**src/cpu_ctrl_pkg.sv**
```systemverilog
package cpu_ctrl_pkg;

    ////////////////////
    // Vector types
    ////////////////////
    typedef logic [7:0]  opcode_t;
    typedef logic [2:0]  mcycle_t;
    typedef logic [2:0]  reg_sel_t;      // B C D E H L - A
    typedef logic [1:0]  pair_sel_t;
    typedef logic [1:0]  sel2_t;
    typedef logic [2:0]  alu_b_t;
    typedef logic [3:0]  instr_class_t;
    typedef logic [31:0] ctrl_word_t;    // Everything but pc_src and high_mask

    // Instruction classes
    localparam instr_class_t CLS_NOP      = 4'd0;
    localparam instr_class_t CLS_LD_R     = 4'd1;
    localparam instr_class_t CLS_ALU      = 4'd2;
    localparam instr_class_t CLS_INCDEC8  = 4'd3;
    localparam instr_class_t CLS_LD16     = 4'd4;
    localparam instr_class_t CLS_INCDEC16 = 4'd5;
    localparam instr_class_t CLS_JP       = 4'd6;
    localparam instr_class_t CLS_ST_PAIR  = 4'd7;
    localparam instr_class_t CLS_HALT     = 4'd8;
    localparam instr_class_t CLS_STOP     = 4'd9;
    localparam instr_class_t CLS_ILLEGAL  = 4'd10;

    ////////////////////
    // Field codes
    ////////////////////
    localparam sel2_t BUS_IDLE  = 2'd0;
    localparam sel2_t BUS_FETCH = 2'd1;
    localparam sel2_t BUS_WRITE = 2'd2;
    localparam sel2_t BUS_READ  = 2'd3;

    localparam sel2_t AB_PC   = 2'd0;
    localparam sel2_t AB_PAIR = 2'd2;   // Address from rf_rdw_sel pair

    localparam sel2_t CT_HOLD = 2'd0;
    localparam sel2_t CT_INC  = 2'd1;

    localparam sel2_t DB_A = 2'd1;

    localparam sel2_t  SRC_A_ACC    = 2'd0;
    localparam sel2_t  SRC_A_REG    = 2'd1;
    localparam alu_b_t SRC_B_ONE    = 3'd1;
    localparam alu_b_t SRC_B_REG    = 3'd2;
    localparam sel2_t  OPSRC_FIELD  = 2'd1;   // Operation from opcode bits 5:3
    localparam sel2_t  OPSRC_INCDEC = 2'd2;
    localparam sel2_t  DST_ACC      = 2'd0;
    localparam sel2_t  DST_REG      = 2'd1;
    localparam sel2_t  DST_NONE     = 2'd3;   // CP only sets flags

    localparam sel2_t PC_FROM_TEMP = 2'd2;

    localparam pair_sel_t PAIR_BC = 2'd0;
    localparam pair_sel_t PAIR_DE = 2'd1;
    localparam pair_sel_t PAIR_HL = 2'd2;

    ////////////////////
    // Control word layout
    ////////////////////
    localparam int F_ALU_SRC_A     = 30;   // 2 bits
    localparam int F_ALU_SRC_B     = 27;   // 3 bits
    localparam int F_ALU_OP_PREFIX = 25;
    localparam int F_ALU_OP_SRC    = 23;
    localparam int F_ALU_DST       = 21;
    localparam int F_PC_WE         = 20;
    localparam int F_RF_WR_SEL     = 17;   // 3 bits
    localparam int F_RF_RD_SEL     = 14;   // 3 bits
    localparam int F_RF_RDW_SEL    = 12;
    localparam int F_BUS_OP        = 10;
    localparam int F_DB_SRC        = 8;
    localparam int F_AB_SRC        = 6;
    localparam int F_CT_OP         = 4;
    localparam int F_FLAGS_WE      = 3;
    localparam int F_NEXT          = 2;
    localparam int F_STOP          = 1;
    localparam int F_HALT          = 0;

    // Plain opcode fetch from PC with post increment
    localparam ctrl_word_t FETCH_WORD =
        (ctrl_word_t'(BUS_FETCH) << F_BUS_OP) |
        (ctrl_word_t'(AB_PC) << F_AB_SRC) |
        (ctrl_word_t'(CT_INC) << F_CT_OP) |
        (ctrl_word_t'(PAIR_HL) << F_RF_RDW_SEL);

endpackage

```
**src/cpu_control.sv**
```systemverilog
`timescale 1ns/10ps

module cpu_control (
    input  logic                    clk,
    input  logic                    reset,
    input  cpu_ctrl_pkg::opcode_t   opcode_early,
    input  cpu_ctrl_pkg::mcycle_t   m_cycle,
    output cpu_ctrl_pkg::sel2_t     alu_src_a,
    output cpu_ctrl_pkg::alu_b_t    alu_src_b,
    output cpu_ctrl_pkg::sel2_t     alu_op_prefix,
    output cpu_ctrl_pkg::sel2_t     alu_op_src,
    output cpu_ctrl_pkg::sel2_t     alu_dst,
    output cpu_ctrl_pkg::sel2_t     pc_src,
    output logic                    pc_we,
    output cpu_ctrl_pkg::reg_sel_t  rf_wr_sel,
    output cpu_ctrl_pkg::reg_sel_t  rf_rd_sel,
    output cpu_ctrl_pkg::pair_sel_t rf_rdw_sel,
    output cpu_ctrl_pkg::sel2_t     bus_op,
    output cpu_ctrl_pkg::sel2_t     db_src,
    output cpu_ctrl_pkg::sel2_t     ab_src,
    output cpu_ctrl_pkg::sel2_t     ct_op,
    output logic                    flags_we,
    output logic                    high_mask,
    output logic                    next,
    output logic                    stop,
    output logic                    halt
);

    cpu_ctrl_pkg::opcode_t      opcode;
    cpu_ctrl_pkg::instr_class_t instr_class;
    cpu_ctrl_pkg::ctrl_word_t   base_word;

    instr_decode u_decode (
        .clk          (clk),
        .reset        (reset),
        .opcode_early (opcode_early),
        .opcode       (opcode),
        .instr_class  (instr_class),
        .base_word    (base_word)
    );

    // Later machine cycles
    step_override u_step (
        .clk           (clk),
        .reset         (reset),
        .opcode        (opcode),
        .instr_class   (instr_class),
        .base_word     (base_word),
        .m_cycle       (m_cycle),
        .alu_src_a     (alu_src_a),
        .alu_src_b     (alu_src_b),
        .alu_op_prefix (alu_op_prefix),
        .alu_op_src    (alu_op_src),
        .alu_dst       (alu_dst),
        .pc_src        (pc_src),
        .pc_we         (pc_we),
        .rf_wr_sel     (rf_wr_sel),
        .rf_rd_sel     (rf_rd_sel),
        .rf_rdw_sel    (rf_rdw_sel),
        .bus_op        (bus_op),
        .db_src        (db_src),
        .ab_src        (ab_src),
        .ct_op         (ct_op),
        .flags_we      (flags_we),
        .high_mask     (high_mask),
        .next          (next),
        .stop          (stop),
        .halt          (halt)
    );

endmodule

```
**src/instr_decode.sv**
```systemverilog
`timescale 1ns/10ps

module instr_decode (
    input  logic                       clk,
    input  logic                       reset,
    input  cpu_ctrl_pkg::opcode_t      opcode_early,
    output cpu_ctrl_pkg::opcode_t      opcode,
    output cpu_ctrl_pkg::instr_class_t instr_class,
    output cpu_ctrl_pkg::ctrl_word_t   base_word
);

    logic [1:0]                 quad;
    cpu_ctrl_pkg::reg_sel_t     dst;
    cpu_ctrl_pkg::reg_sel_t     src;
    cpu_ctrl_pkg::pair_sel_t    pair;
    cpu_ctrl_pkg::instr_class_t cls_d;
    cpu_ctrl_pkg::ctrl_word_t   word_d;

    assign quad = opcode_early[7:6];
    assign dst  = opcode_early[5:3];
    assign src  = opcode_early[2:0];
    assign pair = opcode_early[5:4];

    ////////////////////
    // Classification
    ////////////////////
    always_comb begin
        if (opcode_early == 8'h00) begin
            cls_d = cpu_ctrl_pkg::CLS_NOP;
        end else if (opcode_early == 8'h76) begin      // Sits in the LD r,r' block
            cls_d = cpu_ctrl_pkg::CLS_HALT;
        end else if (opcode_early == 8'h10) begin
            cls_d = cpu_ctrl_pkg::CLS_STOP;
        end else if (opcode_early == 8'hC3) begin
            cls_d = cpu_ctrl_pkg::CLS_JP;
        end else if (opcode_early == 8'h02 || opcode_early == 8'h12) begin
            cls_d = cpu_ctrl_pkg::CLS_ST_PAIR;
        end else if (quad == 2'b01 && dst != 3'd6 && src != 3'd6) begin
            cls_d = cpu_ctrl_pkg::CLS_LD_R;
        end else if (quad == 2'b10 && src != 3'd6) begin
            cls_d = cpu_ctrl_pkg::CLS_ALU;
        end else if (quad == 2'b00 && opcode_early[2:1] == 2'b10 && dst != 3'd6) begin
            cls_d = cpu_ctrl_pkg::CLS_INCDEC8;
        end else if (quad == 2'b00 && opcode_early[3:0] == 4'b0001) begin
            cls_d = cpu_ctrl_pkg::CLS_LD16;
        end else if (quad == 2'b00 && src == 3'b011) begin
            cls_d = cpu_ctrl_pkg::CLS_INCDEC16;
        end else begin
            // D3 DB DD E3 E4 EB EC ED F4 FC FD and all unsupported opcodes
            cls_d = cpu_ctrl_pkg::CLS_ILLEGAL;
        end
    end

    ////////////////////
    // First cycle word
    ////////////////////
    always_comb begin
        word_d = cpu_ctrl_pkg::FETCH_WORD;
        case (cls_d)
            cpu_ctrl_pkg::CLS_LD_R: begin
                word_d[cpu_ctrl_pkg::F_RF_RD_SEL +: 3] = src;
                word_d[cpu_ctrl_pkg::F_RF_WR_SEL +: 3] = dst;
                word_d[cpu_ctrl_pkg::F_ALU_SRC_A +: 2] = cpu_ctrl_pkg::SRC_A_REG;
                word_d[cpu_ctrl_pkg::F_ALU_DST +: 2]   = cpu_ctrl_pkg::DST_REG;
            end
            cpu_ctrl_pkg::CLS_ALU: begin
                word_d[cpu_ctrl_pkg::F_RF_RD_SEL +: 3]  = src;
                word_d[cpu_ctrl_pkg::F_ALU_SRC_A +: 2]  = cpu_ctrl_pkg::SRC_A_ACC;
                word_d[cpu_ctrl_pkg::F_ALU_SRC_B +: 3]  = cpu_ctrl_pkg::SRC_B_REG;
                word_d[cpu_ctrl_pkg::F_ALU_OP_SRC +: 2] = cpu_ctrl_pkg::OPSRC_FIELD;
                word_d[cpu_ctrl_pkg::F_FLAGS_WE]        = 1'b1;
                word_d[cpu_ctrl_pkg::F_ALU_DST +: 2]    = (dst == 3'd7) ?
                    cpu_ctrl_pkg::DST_NONE : cpu_ctrl_pkg::DST_ACC;
            end
            cpu_ctrl_pkg::CLS_INCDEC8: begin
                word_d[cpu_ctrl_pkg::F_RF_RD_SEL +: 3]  = dst;
                word_d[cpu_ctrl_pkg::F_RF_WR_SEL +: 3]  = dst;
                word_d[cpu_ctrl_pkg::F_ALU_SRC_A +: 2]  = cpu_ctrl_pkg::SRC_A_REG;
                word_d[cpu_ctrl_pkg::F_ALU_SRC_B +: 3]  = cpu_ctrl_pkg::SRC_B_ONE;
                word_d[cpu_ctrl_pkg::F_ALU_OP_SRC +: 2] = cpu_ctrl_pkg::OPSRC_INCDEC;
                word_d[cpu_ctrl_pkg::F_ALU_DST +: 2]    = cpu_ctrl_pkg::DST_REG;
                word_d[cpu_ctrl_pkg::F_FLAGS_WE]        = 1'b1;
            end
            cpu_ctrl_pkg::CLS_LD16, cpu_ctrl_pkg::CLS_JP: begin
                word_d[cpu_ctrl_pkg::F_NEXT] = 1'b1;   // Immediate bytes follow
            end
            cpu_ctrl_pkg::CLS_INCDEC16: begin
                word_d[cpu_ctrl_pkg::F_BUS_OP +: 2] = cpu_ctrl_pkg::BUS_IDLE;
                word_d[cpu_ctrl_pkg::F_CT_OP +: 2]  = cpu_ctrl_pkg::CT_HOLD;
                word_d[cpu_ctrl_pkg::F_NEXT]        = 1'b1;
            end
            cpu_ctrl_pkg::CLS_ST_PAIR: begin
                word_d[cpu_ctrl_pkg::F_RF_RDW_SEL +: 2] = pair;   // BC or DE
                word_d[cpu_ctrl_pkg::F_BUS_OP +: 2]     = cpu_ctrl_pkg::BUS_WRITE;
                word_d[cpu_ctrl_pkg::F_AB_SRC +: 2]     = cpu_ctrl_pkg::AB_PAIR;
                word_d[cpu_ctrl_pkg::F_DB_SRC +: 2]     = cpu_ctrl_pkg::DB_A;
                word_d[cpu_ctrl_pkg::F_CT_OP +: 2]      = cpu_ctrl_pkg::CT_HOLD;
                word_d[cpu_ctrl_pkg::F_NEXT]            = 1'b1;
            end
            cpu_ctrl_pkg::CLS_HALT: word_d[cpu_ctrl_pkg::F_HALT] = 1'b1;
            cpu_ctrl_pkg::CLS_STOP: word_d[cpu_ctrl_pkg::F_STOP] = 1'b1;
            cpu_ctrl_pkg::CLS_ILLEGAL: begin
                word_d[cpu_ctrl_pkg::F_STOP] = 1'b1;
                word_d[cpu_ctrl_pkg::F_HALT] = 1'b1;
            end
            default: word_d = cpu_ctrl_pkg::FETCH_WORD;   // NOP
        endcase
    end

    // Opcode arrives one cycle early
    always_ff @(posedge clk) begin
        if (reset) begin
            opcode      <= 8'h00;
            instr_class <= cpu_ctrl_pkg::CLS_NOP;
            base_word   <= cpu_ctrl_pkg::FETCH_WORD;
        end else begin
            opcode      <= opcode_early;
            instr_class <= cls_d;
            base_word   <= word_d;
        end
    end

    // NOP never stops or halts the core
    assert property (@(posedge clk) disable iff (reset)
        (instr_class == cpu_ctrl_pkg::CLS_NOP) |->
            !(base_word[cpu_ctrl_pkg::F_STOP] || base_word[cpu_ctrl_pkg::F_HALT]));

endmodule

```
**src/step_override.sv**
```systemverilog
`timescale 1ns/10ps

module step_override (
    input  logic                       clk,
    input  logic                       reset,
    input  cpu_ctrl_pkg::opcode_t      opcode,
    input  cpu_ctrl_pkg::instr_class_t instr_class,
    input  cpu_ctrl_pkg::ctrl_word_t   base_word,
    input  cpu_ctrl_pkg::mcycle_t      m_cycle,
    output cpu_ctrl_pkg::sel2_t        alu_src_a,
    output cpu_ctrl_pkg::alu_b_t       alu_src_b,
    output cpu_ctrl_pkg::sel2_t        alu_op_prefix,
    output cpu_ctrl_pkg::sel2_t        alu_op_src,
    output cpu_ctrl_pkg::sel2_t        alu_dst,
    output cpu_ctrl_pkg::sel2_t        pc_src,
    output logic                       pc_we,
    output cpu_ctrl_pkg::reg_sel_t     rf_wr_sel,
    output cpu_ctrl_pkg::reg_sel_t     rf_rd_sel,
    output cpu_ctrl_pkg::pair_sel_t    rf_rdw_sel,
    output cpu_ctrl_pkg::sel2_t        bus_op,
    output cpu_ctrl_pkg::sel2_t        db_src,
    output cpu_ctrl_pkg::sel2_t        ab_src,
    output cpu_ctrl_pkg::sel2_t        ct_op,
    output logic                       flags_we,
    output logic                       high_mask,
    output logic                       next,
    output logic                       stop,
    output logic                       halt
);

    cpu_ctrl_pkg::ctrl_word_t word;
    cpu_ctrl_pkg::sel2_t      pc_sel;
    cpu_ctrl_pkg::reg_sel_t   pair_reg;

    assign pair_reg = {opcode[5:4], 1'b0};   // High register of the pair

    ////////////////////
    // Cycle overrides
    ////////////////////
    always_comb begin
        word   = cpu_ctrl_pkg::FETCH_WORD;   // End word unless overridden
        pc_sel = 2'd0;
        case (m_cycle)
            3'd0: word = base_word;
            3'd1: begin
                case (instr_class)
                    cpu_ctrl_pkg::CLS_LD16, cpu_ctrl_pkg::CLS_JP: begin
                        word = base_word;
                        word[cpu_ctrl_pkg::F_NEXT] = 1'b1;
                    end
                    cpu_ctrl_pkg::CLS_INCDEC16: begin
                        word[cpu_ctrl_pkg::F_ALU_SRC_B +: 3] = cpu_ctrl_pkg::SRC_B_ONE;
                        word[cpu_ctrl_pkg::F_RF_RD_SEL +: 3] = pair_reg;
                        word[cpu_ctrl_pkg::F_RF_WR_SEL +: 3] = pair_reg;
                    end
                    default: word = cpu_ctrl_pkg::FETCH_WORD;
                endcase
            end
            3'd2: begin
                case (instr_class)
                    cpu_ctrl_pkg::CLS_JP: begin
                        pc_sel = cpu_ctrl_pkg::PC_FROM_TEMP;
                        word[cpu_ctrl_pkg::F_PC_WE]      = 1'b1;
                        word[cpu_ctrl_pkg::F_BUS_OP +: 2] = cpu_ctrl_pkg::BUS_IDLE;
                        word[cpu_ctrl_pkg::F_CT_OP +: 2]  = cpu_ctrl_pkg::CT_HOLD;
                        word[cpu_ctrl_pkg::F_NEXT]       = 1'b1;
                    end
                    cpu_ctrl_pkg::CLS_LD16: begin
                        word[cpu_ctrl_pkg::F_RF_WR_SEL +: 3] = pair_reg;
                    end
                    default: word = cpu_ctrl_pkg::FETCH_WORD;
                endcase
            end
            3'd3: word = cpu_ctrl_pkg::FETCH_WORD;
            default: begin
                // No instruction runs this long
                word[cpu_ctrl_pkg::F_STOP] = 1'b1;
                word[cpu_ctrl_pkg::F_HALT] = 1'b1;
                word[cpu_ctrl_pkg::F_NEXT] = 1'b1;
            end
        endcase
    end

    assign alu_src_a     = word[cpu_ctrl_pkg::F_ALU_SRC_A +: 2];
    assign alu_src_b     = word[cpu_ctrl_pkg::F_ALU_SRC_B +: 3];
    assign alu_op_prefix = word[cpu_ctrl_pkg::F_ALU_OP_PREFIX +: 2];
    assign alu_op_src    = word[cpu_ctrl_pkg::F_ALU_OP_SRC +: 2];
    assign alu_dst       = word[cpu_ctrl_pkg::F_ALU_DST +: 2];
    assign pc_src        = pc_sel;
    assign pc_we         = word[cpu_ctrl_pkg::F_PC_WE];
    assign rf_wr_sel     = word[cpu_ctrl_pkg::F_RF_WR_SEL +: 3];
    assign rf_rd_sel     = word[cpu_ctrl_pkg::F_RF_RD_SEL +: 3];
    assign rf_rdw_sel    = word[cpu_ctrl_pkg::F_RF_RDW_SEL +: 2];
    assign bus_op        = word[cpu_ctrl_pkg::F_BUS_OP +: 2];
    assign db_src        = word[cpu_ctrl_pkg::F_DB_SRC +: 2];
    assign ab_src        = word[cpu_ctrl_pkg::F_AB_SRC +: 2];
    assign ct_op         = word[cpu_ctrl_pkg::F_CT_OP +: 2];
    assign flags_we      = word[cpu_ctrl_pkg::F_FLAGS_WE];
    assign high_mask     = 1'b0;   // No high page accesses in this set
    assign next          = word[cpu_ctrl_pkg::F_NEXT];
    assign stop          = word[cpu_ctrl_pkg::F_STOP];
    assign halt          = word[cpu_ctrl_pkg::F_HALT];

    // PC load belongs to the JP target cycle only
    assert property (@(posedge clk) disable iff (reset) pc_we |-> (m_cycle == 3'd2));

    assert property (@(posedge clk) disable iff (reset) !(flags_we && stop));

endmodule

```
**config.mk**
```make
export PLATFORM = sky130hd
export DESIGN_NAME = cpu_control
export DESIGN_NICKNAME = d
export VERILOG_FILES = /design/src/cpu_ctrl_pkg.sv /design/src/cpu_control.sv /design/src/instr_decode.sv /design/src/step_override.sv
export SDC_FILE = /design/constraint.sdc
export NUM_CORES = 1
export LEC_CHECK = 0
export BUFFER_PORTS_ARGS = -buffer_cell sky130_fd_sc_hd__buf_2
export CAP_MARGIN = 0
export CORE_AREA = 4 4 57 59
export CTS_CLUSTER_DIAMETER = 60
export DETAILED_ROUTE_END_ITERATION = 10
export DIE_AREA = 0 0 61 63
export GPL_TIMING_DRIVEN = 0
export HOLD_SLACK_MARGIN = 0.12
export PLACE_DENSITY = 0.82
export SYNTH_ARGS = -nofsm -noshare
export SYNTH_HDL_FRONTEND = slang
export SYNTH_SLANG_ARGS = --single-unit
```
**constraint.sdc**
```tcl
create_clock -name clk -period 2.45 [get_ports clk]
set_input_delay 0.49 -clock clk [delete_from_list [all_inputs] [get_ports clk]]
set_output_delay 0.49 -clock clk [all_outputs]
set_load 0.01 [all_outputs]
```
## After elaboration in Yosys (flattened, before gate mapping)

Index checks and enable logic that the tools add are counted.

- Bits in registers: 42
- Output and inout bits: 35
- Input bits: 13
- Logic and storage cells: 93

- Eq/ne operators: 29
- Muxes and demuxes: 35
- Bitwise operators: 2
- Reduce and logical (&&, ||, !) cells: 21

Operators with widths:

| kind | count |
|---|---|
| 29-bit one-hot mux with 3 select lines | 1 |
| 4-bit 2-to-1 mux | 10 |
| 4-bit by 3-bit == test with 1-bit output (second input constant) | 7 |
| 2-bit OR reduction | 9 |
| 8-bit by 5-bit == test with 1-bit output (second input constant) | 2 |
| 2-bit one-hot mux with 2 select lines | 4 |
| 14-bit 2-to-1 mux | 1 |
| 4-bit == test (second input constant) | 3 |
| 3-bit one-hot mux with 2 select lines | 2 |
| 3-bit one-hot mux with 4 select lines | 1 |
| 6-bit one-hot mux with 2 select lines | 1 |
| 3-bit by 2-bit == test with 1-bit output (second input constant) | 3 |
| 4-bit by 1-bit == test with 1-bit output (second input constant) | 2 |
| 4-bit by 2-bit == test with 1-bit output (second input constant) | 2 |
| 8-bit by 2-bit == test with 1-bit output (second input constant) | 1 |
| 8-bit by 7-bit == test with 1-bit output (second input constant) | 1 |
| 8-bit == test (second input constant) | 1 |
| 8-bit zero test | 1 |
| 1-bit 2-to-1 mux | 8 |
| 2-bit 2-to-1 mux | 4 |
| 1-bit logical AND | 7 |
| 7-bit 2-to-1 mux | 1 |
| 3-bit 2-to-1 mux | 2 |
| 3-bit inequality test (second input constant) | 2 |
| other kinds (9) | 11 |

## Logic depth before layout (Yosys ltp)

Gate-level depths: netlist of run 1.

- Word-level depth: 16
- Depth in mapped cells: 7
- Gate-level depth less buffers: 6

## Hierarchy

Synthesis of run 1 repeated with hierarchy kept, for this count alone.

- Cells, all modules: 184
- Area total of the unflattened synthesis: 1769.2 µm²

By module, submodules not included:

| module | area each (µm²) | instances | seq. area each (µm²) | cells an instance |
|---|---|---|---|---|
| instr_decode | 1395.1 | 1 | 620.6 | 130 |
| step_override | 374.1 | 1 | 0.0 | 54 |

## Least setup slack after synthesis of run 1

Ideal clock, no wire load.

- Path type: input -> output
- From: in m_cycle[2]
- To: out alu_src_b[1]
- Data required time: 1960 ps
- Arrival time: 1605 ps
- Path buffers: 3
- Stages: 5
- Path slack: 355 ps
- Cell sequence: clkbuf_1 nor3_2 clkbuf_1 and2_1 buf_4

- Cells in the longest elaborated chain, start to end: 2
- Elaborated cells on any way between the ends: 4
- Classes of those cells: eq/ne (2); mux (1); reduce/logical (1)

RTL lines:

| what | line | source |
|---|---|---|
| from (decl) | cpu_control.sv:7 | `input cpu_ctrl_pkg::mcycle_t m_cycle,` |
| 3-bit by 2-bit == test with 1-bit output, or another cell as far along | step_override.sv:43 | `case (m_cycle)` |
| 29-bit one-hot mux with 3 select lines * | step_override.sv:43 |  |
| to (decl) | cpu_control.sv:9 | `output cpu_ctrl_pkg::alu_b_t alu_src_b,` |

Every way passes the cells marked *; elsewhere a longest branch is shown, timed or not.

## Final worst setup path of run 1

- From: reg u_decode.instr_class[3]
- To: out alu_src_b[0]

- Cells in the longest elaborated chain, start to end: 4
- Elaborated cells on any way between the ends: 6
- Classes of those cells: eq/ne (3); mux (2); reduce/logical (1)

RTL lines:

| what | line | source |
|---|---|---|
| from (decl) | instr_decode.sv:8 | `output cpu_ctrl_pkg::instr_class_t instr_class,` |
| from (signal assigned) | instr_decode.sv:114 | `instr_class <= cpu_ctrl_pkg::CLS_NOP;` |
| from (signal assigned) | instr_decode.sv:118 | `instr_class <= cls_d;` |
| 4-bit by 3-bit == test with 1-bit output | step_override.sv:46 | `case (instr_class)` |
| 2-bit OR reduction | step_override.sv:46 |  |
| 3-bit one-hot mux with 2 select lines * | step_override.sv:46 |  |
| 29-bit one-hot mux with 3 select lines * | step_override.sv:43 |  |

Marked as above.

==> qor.csv, run 1 <==
metric;value;unit
CTS H-tree lvls;1;
Via density;4.83;
uppermost routed layer;met4;
initial drt markers;31;
worst path required time;1.96;ns
worst hold slack;0.434;ns
Initial Utilization;46.6;%
Final GP Congestion;0.905;
Hold Crit Class;primary input to flop;
drt drc;0;
Critical Path Start;u_decode.instr_class[3]$_SDFF_PP0_;
Clk pin slew, worst setup/hold paths;0.11;ns
Post-synth EDFFs;0;
buffer depth of the longest clock path;2;
Vias;1072;
Power Density;465;nW/µm²
Setup crit end kind;output pin;
Layout area overhead;24.4;%
Worst Setup Start Kind;flop;
Port Buffers;37;
Pre-antenna DRT Iters;4;
core area;2710;µm²
Tcrit/Tclk final;98.0;%
asr flop ratio synth;0;%
pin slew with the least headroom to its limit;0.866;ns
crit path capture;alu_src_b[0];
Final Hold Viols;0;
vias in the first global route;841;
run status;complete, no violations;
Metal-1 WL;1080;µm
Max Transition Viols Final;0;
minimum clock period;2.40;ns
hpwl dp;1960;µm
dominant synthesized flop cell;dfxtp_1;
Sink Count;25;
RSZ-0062 raised after global routing;true;
Die W;61;µm
# IOs;48;
Yosys reg bits;25;
initial antenna violation count;0;
Inserted Clock Buffers;3;
root buf cell;clkbuf_4;
first-pass GRT wire length;3760;µm
worst-path fanout max;8;
Mapped Avg Cell Area;8.95;µm²
post-synthesis sequential area ratio;39.6;%
Avg WL per Cell;11.2;µm
Tot Pwr;730;µW
share of cells above drive strength 1;36.1;%
Worst EP arrival;1.91;ns
chip height;63;µm
Peak supply drop;298;µV
synthesized area;1260;µm²
slew margin rel.;41.7;%
maximum clock rate;417;MHz
ant diodes;0;
remaining global-route overflow;0;
Mapped Cells;141;
largest net degree at the start of global routing;14;
Max Cap Viol;0;
DR WL met2;1180;µm
metal3 WL;160;µm
CTS tree;done;
Pleak;0.000765;µW
HP Start;reset;
Row Count;19;
DIE AREA;3840;µm²
WL final;2480;µm
Ys Warns;0;
count of antenna-violating nets left after detailed routing;0;
Nets;205;
Finish-stage setup viols;0;
critical path class;flop to output pin;
total track usage;12.9;%
Synth cell types;41;
==> stage by stage <==
| stage | setup TNS [ns] | cell area, µm² | setup slack (ns) | utilization [%] | std cells |
|---|---|---|---|---|---|
| after floorplan | 0 | 1290 | 0.355 | - | 149 |
| after global placement | 0 | 1520 | 0.107 | 56.0 | 217 |
| after detailed placement | 0 | 1520 | 0.0886 | 56.0 | 217 |
| after CTS | 0 | 1560 | 0.00957 | 57.5 | 222 |
| after global routing | -0.0705 | 1570 | -0.0377 | 57.9 | 222 |
| final | 0 | 1570 | 0.0492 | 57.9 | 222 |
==> critical path, cell delays in order (launching register included) <==
cell      delay (ns)
dfxtp_1         0.32
nand2b_1        0.21
nor2_4          0.07
nor2b_2         0.19
nor3_4          0.07
buf_4           0.17
and2_1          0.16
or2_2           0.28
buf_2           0.14
==> worst min-delay path by stage <==
stage	to	slack, ns	depth (start not counted)
final	u_decode.opcode[5]$_SDFF_PP0_	0.43	2
after global placement	u_decode.instr_class[2]$_SDFF_PP0_	0.75	2
after CTS	u_decode.opcode[4]$_SDFF_PP0_	0.43	2
after floorplan	u_decode.instr_class[2]$_SDFF_PP0_	0.56	1
after global routing	u_decode.opcode[4]$_SDFF_PP0_	0.43	2
after detailed placement	u_decode.opcode[4]$_SDFF_PP0_	0.76	2
==> synthesized netlist by cell type (4+ instances only) <==
library cell / n / area share (%)
a22o_1: 4 / 2.8
and2_1: 13 / 6.4
buf_4: 12 / 7.1
dfxtp_1: 25 / 40
inv_1: 5 / 1.5
nand2_1: 4 / 1.2
nand2b_1: 5 / 2.5
nand3_1: 5 / 2.0
nor2_1: 16 / 4.8
nor2b_1: 9 / 4.5
nor3_1: 4 / 1.6
o21ai_0: 4 / 1.6
==> cells in the final DEF, fill, tap and decap left out, drive strengths merged, types with 2 or more instances in the layout <==
cell type and count:
a32o 3, mux2i 2, conb 9, o21ai 4, and2 13, dfxtp 25
nand3 5, nor3 7, nand2b 5, a21o 2, clkbuf 6, a22o 4
buf 50, inv 5, nor2 16, xnor2 2, nor2b 9, or2 2
nand2 4
==> kinds of logic (layout without fill, tap and decap cells) <==
kind of cell           after synthesis  in the layout  synth area share, %
other                                1              9                0.297
multiplexers                         3              3                 2.48
AO/OA/AOI/OAI                       23             23                 14.8
buffers and inverters               19             61                 9.22
AND/OR/NAND/NOR                     68             68                 31.6
flip-flops                          25             25                 39.6
XOR/XNOR                             2              2                 1.98
==> flip-flops by register name (all words and copies together) (netlist names) <==
register / count
u_decode.base_word: 19
u_decode.opcode: 2
u_decode.instr_class: 4
==> power breakdown <==
part | switching [µW] | internal (µW)
combinational | 73.7 | 56.8
clock | 105 | 63.5
sequential | 6.78 | 424
total | 186 | 545
==> final cells by class <==
| cell class | instances | area [µm²] |
|---|---|---|
| buffer | 14 | 101 |
| clock buffer | 4 | 26.3 |
| fill | 264 | 1140 |
| tap | 31 | 38.8 |
| timing repair buffer | 38 | 193 |
| sequential | 25 | 500 |
| inverter | 5 | 18.8 |
| multi-input combinational | 105 | 692 |
==> routing by layer <==
| layer | track usage (%) | up-vias |
|---|---|---|
| met5 | 0 | - |
| met1 | 17.8 | 465 |
| met2 | 19.4 | 35 |
| met4 | 7.32 | 0 |
| li1 | - | 568 |
| met3 | 0.620 | 4 |
==> timing repair <==
action	4_1_cts	5_1_grt
resized for setup	2	5
setup endpoints to repair	12	14
hold buffers	0	0
buffers inserted	1	0
pin swaps	1	0
No activity file was read; power rests on OpenSTA's default activity.
==> run 2: changes to the inputs <==
--- a/config.mk
+++ b/config.mk
@@ -14,6 +14,7 @@
 export GPL_TIMING_DRIVEN = 0
 export HOLD_SLACK_MARGIN = 0.12
 export PLACE_DENSITY = 0.82
+export RECOVER_POWER = 25
 export SYNTH_ARGS = -nofsm -noshare
 export SYNTH_HDL_FRONTEND = slang
 export SYNTH_SLANG_ARGS = --single-unit
==> qor.csv, run 2 (same netlist as run 1, synthesis figures left out) <==
metric;value;unit;change
Regs by FF count;u_decode.base_word: 19 flops, u_decode.instr_class: 4 flops, u_decode.opcode: 2 flops;;
Finished Cell Area;1570;µm²;-0.32%
worst setup margin;0.0492;ns;unchanged
total track usage;12.9;%;unchanged
post-layout util;57.8;%;-0.18 points
Row Count;19;;unchanged
hpwl dp;1960;µm;unchanged
Final Hold Viols;0;;unchanged
pin slew with the least headroom to its limit;0.866;ns;unchanged
maximum clock rate;417;MHz;unchanged
Finish-stage setup viols;0;;unchanged
largest net degree at the start of global routing;14;;unchanged
worst hold slack;0.435;ns;+0.000220 ns
Most flops, register;u_decode.base_word;;
Vias;1072;;unchanged
Slowest-stage cell, CP;dfxtp_1;;
WL final;2480;µm;about the same
Pint;544;µW;-0.19%
Clk pin slew, worst setup/hold paths;0.11;ns;about the same
Tcrit/Tclk final;98.0;%;unchanged
# IOs;48;;unchanged
Final GP Congestion;0.905;;unchanged
remaining global-route overflow;0;;unchanged
Sink Count;25;;unchanged
CTS H-tree lvls;1;;unchanged
buffer depth of the longest clock path;2;;unchanged
commonest non-fill, non-tap cell in the layout;buf_2;;
Place WS;0.0886;ns;unchanged
Pre-antenna DRT Iters;4;;unchanged
critical-path cell list;nand2b_1 -> nor2_4 -> nor2b_2 -> nor3_4 -> buf_4 -> and2_1 -> or2_2 -> buf_2;;
Sw Ratio;25.5;%;+0.038 points
first-pass GRT wire length;3760;µm;unchanged
Initial Utilization;46.6;%;unchanged
Max Transition Viols Final;0;;unchanged
DIE AREA;3840;µm²;unchanged
drt drc;0;;unchanged
Clk pwr share;23.1;%;about the same
initial drt markers;31;;unchanged
root buf cell;clkbuf_4;;
Peak supply drop;298;µV;about the same
initial antenna violation count;0;;unchanged
Die W;61;µm;unchanged
Hold Crit Class;primary input to flop;;
chip height;63;µm;unchanged
Worst EP arrival;1.91;ns;about the same
Setup crit end kind;output pin;;
worst path required time;1.96;ns;about the same
CTS Hold Bufs;0;;unchanged
core area;2710;µm²;unchanged
Largest register FFs;19;;unchanged
CP peak stage delay;0.32;ns;about the same
Inserted Clock Buffers;3;;unchanged
Port Buffers;37;;unchanged
Power Density;466;nW/µm²;+0.18%
share of cells above drive strength 1;34.0;%;-2.1 points
Worst Setup Start Kind;flop;;
Nets;205;;unchanged
ant diodes;0;;unchanged
worst-path fanout max;8;;unchanged
Layout area overhead;24.0;%;
Placed Instance Area;1520;µm²;unchanged
Comb power frac;17.7;%;-0.2 points
Max Cap Viol;0;;unchanged
minimum clock period;2.40;ns;unchanged
CTS tree;done;;
switching pwr;186;µW;about the same
run status;complete, no violations;;
vias in the first global route;841;;unchanged
slew margin rel.;41.7;%;unchanged
critical path class;flop to output pin;;
Seq pwr share;59.1;%;about the same
commonest non-fill, non-tap cells in the layout;34 x buf_2, 25 x dfxtp_1, 15 x nor2_1, 13 x and2_1, 13 x buf_4;;
RSZ-0062 raised after global routing;true;;
Via density;4.83;;unchanged
Avg WL per Cell;11.2;µm;about the same
Pleak;0.000756;µW;-1.1%
count of antenna-violating nets left after detailed routing;0;;unchanged
-- run 2: cell types whose count changed in the layout (fill, tap and decap cells not counted), sizes merged --
cell,before,now
buf,50,47
clkbuf,6,9
-- run 2: final cells by class --
class | count | area, µm²
Buffer | 14 | 101
Clock buffer | 4 | 26.3
Fill cell | 264 | 1140
Inverter | 5 | 18.8
Multi-Input combinational cell | 105 | 691
Sequential cell | 25 | 500
Tap cell | 31 | 38.8
Timing Repair Buffer | 38 | 189
-- run 2: final timing paths --
check | start | endpoint | slack (ns) | cells past startpoint
worst max-delay path | u_decode.instr_class[3]$_SDFF_PP0_ | alu_src_b[0] | 0.05 | 8
worst min-delay path | reset | u_decode.opcode[5]$_SDFF_PP0_ | 0.43 | 2
-- run 2: power by group through the flow --
stage	Combinational, µW	Sequential (µW)	Clock (µW)
global placement	125	440	0
floorplan	88.4	438	0
detailed placement	126	440	0
global route	145	433	184
CTS	129	431	170
finish	129	431	169
-- run 2: what timing repair did --
| action | in CTS | in global routing |
|---|---|---|
| buffers inserted | 1 | 0 |
| gates resized for setup | 2 | 5 |
| endpoints found under the setup margin | 12 | 14 |
| pin swaps | 1 | 0 |
-- run 2: worst max-delay path: cells and delay by family, from the launching register on --
family	cells	cell delay, ns
and+or+nand+nor	6	0.98
buffers and inverters	2	0.31
DFF	1	0.32
-- run 2: stage by stage --
stage | power [µW] | setup TNS (ns) | cells
floorplan | 526 | 0 | 149
global placement | 565 | 0 | 217
detailed placement | 566 | 0 | 217
CTS | 729 | 0 | 222
global route | 762 | -0.0705 | 222
finish | 729 | 0 | 222
-- run 2: layer usage --
layer  global-route usage, %  share of wire (%)
met3                   0.620                6.4
met1                    17.8                 44
met4                    7.32                2.5
met5                       0                  0
met2                    19.4                 47
